--- src/hdl/set2_set1_table.svh ---
/*
 * Scan code set 2 to set 1 table
 * Entry n holds the set 1 code for set 2 code n, for codes 0x00
 * through TABLE_LAST. Codes above that map to themselves
 */
`ifndef SET2_SET1_TABLE_SVH
`define SET2_SET1_TABLE_SVH

// Highest set 2 code with its own table entry
localparam logic [7:0] TABLE_LAST = 8'h84;

localparam logic [7:0] SET2_TO_SET1 [0:132] = '{
	8'hff, 8'h43, 8'h41, 8'h3f, 8'h3d, 8'h3b, 8'h3c, 8'h58,   // 0x00
	8'h64, 8'h44, 8'h42, 8'h40, 8'h3e, 8'h0f, 8'h29, 8'h59,   // 0x08
	8'h65, 8'h38, 8'h2a, 8'h70, 8'h1d, 8'h10, 8'h02, 8'h5a,   // 0x10
	8'h66, 8'h71, 8'h2c, 8'h1f, 8'h1e, 8'h11, 8'h03, 8'h5b,   // 0x18
	8'h67, 8'h2e, 8'h2d, 8'h20, 8'h12, 8'h05, 8'h04, 8'h5c,   // 0x20
	8'h68, 8'h39, 8'h2f, 8'h21, 8'h14, 8'h13, 8'h06, 8'h5d,   // 0x28
	8'h69, 8'h31, 8'h30, 8'h23, 8'h22, 8'h15, 8'h07, 8'h5e,   // 0x30
	8'h6a, 8'h72, 8'h32, 8'h24, 8'h16, 8'h08, 8'h09, 8'h5f,   // 0x38
	8'h6b, 8'h33, 8'h25, 8'h17, 8'h18, 8'h0b, 8'h0a, 8'h60,   // 0x40
	8'h6c, 8'h34, 8'h35, 8'h26, 8'h27, 8'h19, 8'h0c, 8'h61,   // 0x48
	8'h6d, 8'h73, 8'h28, 8'h74, 8'h1a, 8'h0d, 8'h62, 8'h6e,   // 0x50
	8'h3a, 8'h36, 8'h1c, 8'h1b, 8'h75, 8'h2b, 8'h63, 8'h76,   // 0x58
	8'h55, 8'h56, 8'h77, 8'h78, 8'h79, 8'h7a, 8'h0e, 8'h7b,   // 0x60
	8'h7c, 8'h4f, 8'h7d, 8'h4b, 8'h47, 8'h7e, 8'h7f, 8'h6f,   // 0x68
	8'h52, 8'h53, 8'h50, 8'h4c, 8'h4d, 8'h48, 8'h01, 8'h45,   // 0x70
	8'h57, 8'h4e, 8'h51, 8'h4a, 8'h37, 8'h49, 8'h46, 8'h54,   // 0x78
	// F7 and alternate F7/SysRq codes
	8'h80, 8'h81, 8'h82, 8'h41, 8'h54                         // 0x80
};

`endif

--- src/hdl/kbd_pkg.sv ---
/*
 * Keyboard translator package
 * Shared frame and status structs plus default sizing for the
 * PS/2 to PC/XT keyboard bridge
 */
package kbd_pkg;

	// One received PS/2 frame, data bits in order
	typedef struct packed {
		logic [7:0] code;
		logic       parity_ok;  // Odd parity matched
	} ps2_byte_t;

	// Top-level status
	typedef struct packed {
		logic parity_error;     // One-cycle strobe per bad frame
		logic overflow;         // Sticky until reset
	} xlate_status_t;

	// System clock cycles per XT half-bit
	parameter int DEF_BIT_CYCLES = 16;

	// Translated byte queue depth, power of two
	parameter int DEF_FIFO_DEPTH = 8;

	// Set 2 break prefix
	parameter logic [7:0] BREAK_PREFIX = 8'hF0;

endpackage

--- src/hdl/ps2_rx.sv ---
`timescale 1ns/1ps
/*
 * PS/2 receiver
 * Samples the keyboard clock and data on the system clock, shifts in
 * 11-bit frames on falling keyboard clock edges and strobes out each
 * byte together with its odd parity check
 */
module ps2_rx import kbd_pkg::*; (
	input  logic      latch,
	input  logic      reset,
	input  logic      ps2_clk,
	input  logic      ps2_data,
	output logic      rx_valid,
	output ps2_byte_t rx_byte
);

	logic [1:0]  clk_sync;     // Two-stage synchronizers
	logic [1:0]  data_sync;
	logic        clk_prev;
	logic        clk_fall;
	logic [3:0]  bit_cnt;      // Bits taken so far in this frame
	logic [9:0]  shift_reg;
	logic [10:0] frame;
	logic        frame_done;

	// Lines idle high, so sync stages come out of reset high
	always_ff @(posedge latch) begin
		if (reset) begin
			clk_sync  <= 2'b11;
			data_sync <= 2'b11;
			clk_prev  <= 1'b1;
		end else begin
			clk_sync  <= {clk_sync[0], ps2_clk};
			data_sync <= {data_sync[0], ps2_data};
			clk_prev  <= clk_sync[1];
		end
	end

	assign clk_fall = clk_prev & ~clk_sync[1];

	// Bit arriving now sits on top of the first ten
	assign frame      = {data_sync[1], shift_reg};
	assign frame_done = clk_fall && (bit_cnt == 4'd10);   // Stop bit edge

	always_ff @(posedge latch) begin
		if (reset) begin
			bit_cnt <= '0;
		end else if (frame_done) begin
			bit_cnt <= '0;
		end else if (clk_fall) begin
			bit_cnt <= bit_cnt + 4'd1;
		end
	end

	// LSB first, so shift right
	always_ff @(posedge latch) begin
		if (clk_fall) begin
			shift_reg <= frame[10:1];
		end
	end

	// Frame with a high start bit is dropped
	always_ff @(posedge latch) begin
		if (reset) begin
			rx_valid <= 1'b0;
		end else begin
			rx_valid <= frame_done && !frame[0];
		end
	end

	always_ff @(posedge latch) begin
		if (frame_done) begin
			rx_byte.code      <= frame[8:1];
			rx_byte.parity_ok <= ^frame[9:1];   // Odd count of ones
		end
	end

endmodule

--- src/hdl/scan_xlate.sv ---
`timescale 1ns/1ps
/*
 * Scan code translator
 * Maps each good set 2 byte to set 1, folds a preceding break prefix
 * into bit 7 and flags frames that failed the parity check
 */
module scan_xlate import kbd_pkg::*; (
	input  logic       latch,
	input  logic       reset,
	input  logic       rx_valid,
	input  ps2_byte_t  rx_byte,
	output logic       xl_valid,
	output logic [7:0] xl_code,
	output logic       parity_error
);

	`include "set2_set1_table.svh"

	logic       break_flag;   // Last good byte was the break prefix
	logic [7:0] set1_code;

	function automatic logic [7:0] lookup(input logic [7:0] code);
		logic [7:0] result;
		if (code <= TABLE_LAST) begin
			result = SET2_TO_SET1[code];
		end else begin
			result = code;   // High codes pass through
		end
		return result;
	endfunction

	assign set1_code = lookup(rx_byte.code);

	always_ff @(posedge latch) begin
		if (reset) begin
			xl_valid     <= 1'b0;
			parity_error <= 1'b0;
			break_flag   <= 1'b0;
		end else begin
			xl_valid     <= 1'b0;
			parity_error <= 1'b0;
			if (rx_valid) begin
				if (!rx_byte.parity_ok) begin
					parity_error <= 1'b1;   // Dropped, break state kept
				end else if (rx_byte.code == BREAK_PREFIX) begin
					break_flag <= 1'b1;
				end else begin
					xl_valid   <= 1'b1;
					break_flag <= 1'b0;
				end
			end
		end
	end

	// Break turns into the set 1 release bit
	always_ff @(posedge latch) begin
		if (rx_valid) begin
			xl_code <= set1_code | {break_flag, 7'b0};
		end
	end

endmodule

--- src/hdl/scan_fifo.sv ---
`timescale 1ns/1ps
/*
 * Translated byte queue
 * Circular buffer between translator and XT transmitter. The head byte
 * is shown without a read cycle; writes into a full queue are lost and
 * raise a sticky overflow flag
 */
module scan_fifo import kbd_pkg::*; #(
	parameter int FIFO_DEPTH = DEF_FIFO_DEPTH
) (
	input  logic       latch,
	input  logic       reset,
	input  logic       wr,
	input  logic [7:0] wr_code,
	input  logic       pop,
	output logic [7:0] head,
	output logic       empty,
	output logic       overflow
);

	localparam int AW = $clog2(FIFO_DEPTH);

	logic [7:0]  mem [FIFO_DEPTH];
	logic [AW:0] wr_ptr;   // Extra bit tells full from empty
	logic [AW:0] rd_ptr;
	logic        full;

	assign empty = (wr_ptr == rd_ptr);
	assign full  = (wr_ptr[AW] != rd_ptr[AW]) && (wr_ptr[AW-1:0] == rd_ptr[AW-1:0]);
	assign head  = mem[rd_ptr[AW-1:0]];

	always_ff @(posedge latch) begin
		if (wr && !full) begin
			mem[wr_ptr[AW-1:0]] <= wr_code;
		end
	end

	always_ff @(posedge latch) begin
		if (reset) begin
			wr_ptr   <= '0;
			rd_ptr   <= '0;
			overflow <= 1'b0;
		end else begin
			if (wr) begin
				if (full) begin
					overflow <= 1'b1;
				end else begin
					wr_ptr <= wr_ptr + 1'b1;
				end
			end
			if (pop && !empty) begin
				rd_ptr <= rd_ptr + 1'b1;
			end
		end
	end

endmodule

--- src/hdl/xt_tx.sv ---
`timescale 1ns/1ps
/*
 * PC/XT keyboard transmitter
 * Pops one byte at a time and clocks it to the PC as a start bit of one
 * followed by eight data bits LSB first, then waits out the idle gap
 */
module xt_tx import kbd_pkg::*; #(
	parameter int BIT_CYCLES = DEF_BIT_CYCLES
) (
	input  logic       latch,
	input  logic       reset,
	input  logic       empty,
	input  logic [7:0] head,
	output logic       pop,
	output logic       pc_clk,
	output logic       pc_data
);

	localparam int CW = $clog2(2 * BIT_CYCLES);

	typedef enum logic [1:0] {
		IDLE,
		CLK_LOW,
		CLK_HIGH
	} tx_state_t;

	tx_state_t     state;
	logic [CW-1:0] half_cnt;    // Cycles left in this half or gap
	logic [3:0]    bit_cnt;     // Bits finished
	logic [8:0]    shift_reg;   // Bit 0 drives the data line

	assign pop     = (state == IDLE) && (half_cnt == '0) && !empty;
	assign pc_data = shift_reg[0];

	always_ff @(posedge latch) begin
		if (reset) begin
			state     <= IDLE;
			half_cnt  <= '0;
			bit_cnt   <= '0;
			shift_reg <= '1;
			pc_clk    <= 1'b1;
		end else begin
			case (state)
				IDLE: begin
					if (half_cnt != '0) begin
						half_cnt <= half_cnt - CW'(1);
					end else if (!empty) begin
						// Start bit equals the idle level, so it is already set up
						shift_reg <= {head, 1'b1};
						bit_cnt   <= '0;
						half_cnt  <= CW'(BIT_CYCLES - 1);
						pc_clk    <= 1'b0;
						state     <= CLK_LOW;
					end
				end
				CLK_LOW: begin
					if (half_cnt != '0) begin
						half_cnt <= half_cnt - CW'(1);
					end else begin
						shift_reg <= {1'b1, shift_reg[8:1]};   // Next bit on rising clock
						bit_cnt   <= bit_cnt + 4'd1;
						half_cnt  <= CW'(BIT_CYCLES - 1);
						pc_clk    <= 1'b1;
						state     <= CLK_HIGH;
					end
				end
				CLK_HIGH: begin
					if (half_cnt != '0) begin
						half_cnt <= half_cnt - CW'(1);
					end else if (bit_cnt == 4'd9) begin
						half_cnt <= CW'(2 * BIT_CYCLES - 1);   // Gap before next pop
						state    <= IDLE;
					end else begin
						half_cnt <= CW'(BIT_CYCLES - 1);
						pc_clk   <= 1'b0;
						state    <= CLK_LOW;
					end
				end
				default: state <= IDLE;
			endcase
		end
	end

endmodule

--- src/hdl/kbd_xlate_top.sv ---
`timescale 1ns/1ps
/*
 * PS/2 to PC/XT keyboard bridge
 * Receiver, set 2 to set 1 translator, byte queue and XT transmitter
 */
module kbd_xlate_top import kbd_pkg::*; #(
	parameter int BIT_CYCLES = DEF_BIT_CYCLES,
	parameter int FIFO_DEPTH = DEF_FIFO_DEPTH
) (
	input  logic          latch,
	input  logic          reset,
	input  logic          ps2_clk,
	input  logic          ps2_data,
	output logic          pc_clk,
	output logic          pc_data,
	output xlate_status_t status
);

	logic       rx_valid;
	ps2_byte_t  rx_byte;
	logic       xl_valid;
	logic [7:0] xl_code;
	logic       parity_error;
	logic       pop;
	logic       empty;
	logic       overflow;
	logic [7:0] head;   // Oldest queued set 1 byte

	ps2_rx rx_i (
		.latch    (latch),
		.reset    (reset),
		.ps2_clk  (ps2_clk),
		.ps2_data (ps2_data),
		.rx_valid (rx_valid),
		.rx_byte  (rx_byte)
	);

	scan_xlate xlate_i (
		.latch        (latch),
		.reset        (reset),
		.rx_valid     (rx_valid),
		.rx_byte      (rx_byte),
		.xl_valid     (xl_valid),
		.xl_code      (xl_code),
		.parity_error (parity_error)
	);

	scan_fifo #(.FIFO_DEPTH(FIFO_DEPTH)) fifo_i (
		.latch    (latch),
		.reset    (reset),
		.wr       (xl_valid),
		.wr_code  (xl_code),
		.pop      (pop),
		.head     (head),
		.empty    (empty),
		.overflow (overflow)
	);

	xt_tx #(.BIT_CYCLES(BIT_CYCLES)) tx_i (
		.latch   (latch),
		.reset   (reset),
		.empty   (empty),
		.head    (head),
		.pop     (pop),
		.pc_clk  (pc_clk),
		.pc_data (pc_data)
	);

	assign status.parity_error = parity_error;
	assign status.overflow     = overflow;

endmodule

--- config.mk ---
export PLATFORM = sky130hd
export DESIGN_NAME = kbd_xlate_top
export DESIGN_NICKNAME = d
export VERILOG_FILES = /design/src/hdl/kbd_pkg.sv /design/src/hdl/ps2_rx.sv /design/src/hdl/scan_xlate.sv /design/src/hdl/scan_fifo.sv /design/src/hdl/xt_tx.sv /design/src/hdl/kbd_xlate_top.sv
export VERILOG_INCLUDE_DIRS = /design/src /design/src/hdl
export SDC_FILE = /design/constraint.sdc
export NUM_CORES = 1
export LEC_CHECK = 0
export BUFFER_PORTS_ARGS = -buffer_cell sky130_fd_sc_hd__buf_2
export CORE_UTILIZATION = 35
export CTS_CLUSTER_SIZE = 30
export DETAILED_ROUTE_END_ITERATION = 12
export GPL_TIMING_DRIVEN = 0
export MAX_ROUTING_LAYER = met4
export SLEW_MARGIN = 40
export SYNTH_ARGS = -nofsm -noshare
export SYNTH_HDL_FRONTEND = slang
export SYNTH_SLANG_ARGS = --single-unit
--- constraint.sdc ---
create_clock -name latch -period 4.85 [get_ports latch]
set_clock_uncertainty 0.05 [all_clocks]
set_input_delay 0.2425 -clock latch [delete_from_list [all_inputs] [get_ports latch]]
set_output_delay 0.2425 -clock latch [all_outputs]
set_load 0.02 [all_outputs]
* Word-level counts from Yosys, hierarchy flattened
Memories as Yosys holds them, arrays and structs flattened. A register that Yosys moved wholly into a read port is not among the register bits.
Cells that the tools add are included.
** Cells by class
- Add/sub/neg operators :: 5
- Order comparisons :: 2
- Equality and inequality tests :: 14
- Mux-type cells :: 36
- Bitwise operators :: 7
- Reduce and logical (&&, ||, !) cells :: 26
** Operators with widths (number)
- two-way mux 9 bit :: 3
- two-way mux 5 bit :: 5
- two-way mux 8 bit :: 3
- case mux 9 bit (2 select lines) :: 1
- adder 4 x 1 -> 4 bit, second input constant :: 4
- case mux 5 bit (3 select lines) :: 1
- two-way mux 4 bit :: 3
- two-way mux 1 bit :: 11
- != test 2 bit, second input constant :: 5
- >= comparator 9 bit, second input constant :: 1
- NOT 8 -> 9 bit :: 1
- XOR reduction 9 bit :: 1
- == test 4 bit, second input constant :: 2
- == test 8 bit, second input constant :: 1
- <= comparator 8 bit, second input constant :: 1
- two-way mux 2 bit :: 4
- OR 8 bit :: 1
- case mux 4 bit (2 select lines) :: 1
- AND reduction 2 bit :: 4
- AND reduction 4 bit :: 2
- logical AND 1 bit :: 7
- two-way mux 3 bit :: 2
- case mux 2 bit (3 select lines) :: 1
- AND reduction 6 bit :: 1
- 18 further kinds :: 24
** Storage, ports and cells
- Bits in registers :: 70
- Bits in writable memories :: 64
- Bits in read-only memories :: 2048
- Input port bits :: 4
- Output and inout bits :: 4
- Logic and storage cells :: 112
- Memories kept :: 2
** Memories
- (no name shown) :: depth 256, bits a word 8, rd ports 1, clocked after Yosys merged registers in 0, wr ports 0, line scan_xlate.sv:25 : result = SET2_TO_SET1[code];
- fifo_i.mem :: depth 8, bits a word 8, rd ports 1, clocked after Yosys merged registers in 1, wr ports 1, line scan_fifo.sv:23 : logic [7:0] mem [FIFO_DEPTH];

* Logic depth before layout (Yosys ltp)
- Word-level depth :: 6
- Gate-level depth with buffers :: 10
- Depth with buffers taken out :: 7

* Hierarchy
From an unflattened synthesis, not the netlist that was laid out.
** Unflattened totals
- Cells, all modules :: 617
- Area total of the unflattened synthesis :: 7099.3 um^2
** By module, submodules not included
- scan_fifo :: times used 1, cells an instance 166, area an instance 3035.4 um^2, sequential area each 2162.1 um^2
- scan_xlate :: times used 1, cells an instance 268, area an instance 1916.8 um^2, sequential area each 300.3 um^2
- xt_tx :: times used 1, cells an instance 118, area an instance 1101.1 um^2, sequential area each 420.4 um^2
- ps2_rx :: times used 1, cells an instance 63, area an instance 1031.0 um^2, sequential area each 770.7 um^2
- kbd_xlate_top :: times used 1, cells an instance 2, area an instance 15.0 um^2, sequential area each 0.0 um^2

==> flow_summary_export.csv <==
group,metric,value,unit
sta,slew_headroom,44.1,%
power,switchingPower,0.668,mW
logic_synthesis,synth-seq-cells,137,
worst_setup_path,start_kind,"latch",
logic_synthesis,yosys.area_share.adder,3.41,%
logic_synthesis,yosysUniqueCellTypes,63,
worst_setup_path,cp_data_required_time,4930,ps
clock_tree,cts_made_buffers,17,
logic_synthesis,yosysMostFrequentCell,"edfxtp_1",
sta,tightest_slew,832,ps
die,die_h,143,microns
logic_synthesis,syn-num-nets,649,
logic_synthesis,synth_area_leaders,"edfxtp_1 (39%), dfxtp_1 (13%), mux4_2 (5.8%)",
outcome,outcome,"complete, no violations",
finish,area_growth,14.1,%
drt,vias_per_cell,5.65,
die,coreArea,19500,sq um
worst_setup_path,reg2reg_from,"rx_i.rx_byte[1]",
logic_synthesis,synth_ff_type,"edfxtp_1",
drt,drc,0,
sta,finalMaxSlewViolations,0,
clock_tree,htreeDepth,4,
logic_synthesis,syn_area,6970,sq um
logic_synthesis,seq_area_frac_synth,52.4,%
worst_hold_path,hold_start,"reset",
die,pin_count,8,
drt,wl,18100,microns
sta,rsz0062_at_grt,"false",
power,p_int,2.07,mW
clock_tree,postCtsResizedCells,0,
power,seqPwrFrac,47.0,%
power,ir_drop,0.248,mV
logic_synthesis,synth_edf_count,91,
power,combPwrFrac,8.5,%
power,pwr-share-clk,44.4,%
logic_synthesis,synth_top_cell_by_area,"edfxtp_1",
clock_tree,clock_sinks,137,
worst_hold_path,hp-class,"primary input to latch",
clock_tree,cts_buffer_depth,2,
sta,finalCritPeriodShare,71.5,%
logic_synthesis,synth_compound_gate_area_share,14.3,%
clock_tree,cts.root.buffer_cell,"clkbuf_16",
drt,drt_iter0_drc,567,
logic_synthesis,synthXorXnorAreaFrac,3.27,%
power,swShare,24.4,%
logic_synthesis,yosys.area.top_type_share,39.2,%
finish,nets,676,
job,drv_cap,0,
drt,via_count,5260,
logic_synthesis,syn_area_per_cell,11.1,sq um
global_route,grt_pass1_vias,5125,
sta,fin_tns_setup,0,ps
logic_synthesis,synthSimpleGateAreaFrac,14.1,%
worst_setup_path,cp.arrival,3550,ps
sta,setup_violations,0,
drt,final_antenna_net_count,0,
global_route,grtUsageTotal,19.1,%
die,start_util,35.7,%
logic_synthesis,yosys-mux-area-fraction,7.84,%
global_route,antenna_found_initial,0,
finish,antennaDiodeCount,0,
global_route,gr-total-overflow,0,
die,rows,51,
power,p_leak,2.63,nW
sta,fmaxAchievable,288,MHz
die,dieArea,20500,sq um
place,dpl.hpwl,12400,microns
logic_synthesis,syn_inst,626,
place,portBuffers,6,
place,place_inst,897,
finish,drive_gt1_share,15.5,%
finish,instances_no_fill,931,
logic_synthesis,async_reset_ff_share,0,%
power,p_per_area,344,nW/um^2
clock_tree,clk_latency,410,ps
sta,fin_crit,3470,ps
logic_synthesis,synth_top_family_by_area,"compound AO/OA/AOI/OAI gates",
global_route,grt_pass1_wl,28600,microns
clock_tree,cts_tree,"yes",
finish,largest_register_ff_count,64,
drt,firstDrtPassIters,5,
worst_setup_path,critPathLaunch,"rx_i.rx_byte[1]",
drt,routedWlPerCell,19.4,microns
clock_tree,clkSlewWorstSetupHoldPaths,60,ps
die,die_w,143,microns
worst_setup_path,path_max_fanout,10,
place,gp_congestion,0.970,
logic_synthesis,yosysWarnings,0,
logic_synthesis,yosys-top-cells-count,"edfxtp_1 (91), nor2_1 (50), a21oi_1 (48), dfxtp_1 (46), nand2_1 (35)",
global_route,grt_max_degree,17,
worst_setup_path,worst_setup_path_end_kind,"latch",
worst_setup_path,crit_type,"latch to latch",
sta,finalHoldViolations,0,
==> repair_timing <==
action / in CTS / in global routing
hold buffers: 2 / 0
setup buffers: 0 / 0
endpoints found under the hold margin: 2 / 0
==> final cells by class <==
| class | instances | area, sq um |
|---|---|---|
| clock buffer | 17 | 425 |
| buffer | 50 | 251 |
| sequential | 137 | 3650 |
| clock inverter | 15 | 140 |
| inverter | 21 | 78.8 |
| multi-input combinational | 418 | 3030 |
| tap | 265 | 332 |
| fill | 1890 | 11600 |
| timing repair buffer | 8 | 50.0 |
==> per-stage QoR <==
| step | total power, mW | hold slack, ps | setup slack, ps | cell area (sq um) | util, % |
|---|---|---|---|---|---|
| floorplan | 1.49 | 296 | 2330 | 6970 | - |
| global placement | 1.53 | 345 | 1480 | 7340 | 37.6 |
| detailed placement | 1.54 | 346 | 1570 | 7350 | 37.7 |
| CTS | 2.76 | 240 | 1540 | 7940 | 40.7 |
| global route | 2.84 | 328 | 1210 | 7960 | 40.8 |
| finish | 2.74 | 277 | 1380 | 7960 | 40.8 |
==> metal layers <==
| layer | routed length (microns) | up-vias | track usage, % |
|---|---|---|---|
| met3 | 1170 | 57 | 3.96 |
| met4 | 632 | 0 | 9.62 |
| li1 | - | 2403 | - |
| met2 | 8360 | 229 | 28.6 |
| met1 | 7900 | 2571 | 24.5 |
| met5 | 0 | - | - |
==> kinds of logic after synthesis <==
group           after synthesis
simple gates                189
buf+inv                      71
fa+ha+maj                    19
flops                       137
xor+xnor                     26
mux                          32
compound gates              152
==> worst paths after layout <==
kind	endpoint	slack [ps]	depth (start not counted)
setup / recovery	xlate_i.xl_code[0]	1380	9
hold / removal	tx_i.pc_clk	280	3
setup reg to reg	xlate_i.xl_code[0]	1380	9
hold reg to reg	rx_i.shift_reg[9]	350	0
==> worst max-delay path, stage by stage, from the launching register on <==
cell and delay, ps:
edfxtp_1 500, clkbuf_1 460, inv_1 230, ha_1 330, buf_2 220, nor2b_1 140, or3_1 410, a41oi_1 230
o41ai_1 110, o41ai_1 490
==> placed cells by master, fill, tap and decap left out, types with 6 or more instances in the layout <==
cell type	synthesis	routed
nor2_1	50	45
xnor2_1	16	16
a211oi_1	13	13
a311oi_1	9	9
edfxtp_1	91	91
nor2b_1	17	17
inv_1	20	20
nor3_1	21	19
o211ai_1	7	7
ha_1	19	19
inv_6	0	6
buf_2	15	21
clkbuf_16	0	17
nand2b_1	15	15
or2_2	11	11
a31oi_1	11	11
mux4_2	18	18
nand3_1	12	12
mux2i_1	13	13
buf_4	7	7
dfxtp_1	46	46
o21ai_0	23	23
nand2_1	35	35
xor2_1	10	10
clkbuf_1	19	18
nor3b_1	6	6
a21oi_1	48	48
==> power groups by stage <==
stage	Sequential [mW]	Combinational (mW)	Clock, mW
floorplan	1.31	0.186	0
global placement	1.31	0.224	0
detailed placement	1.31	0.231	0
CTS	1.29	0.233	1.24
global route	1.29	0.268	1.28
finish	1.29	0.234	1.22
Power figures use the tool's default switching activity.
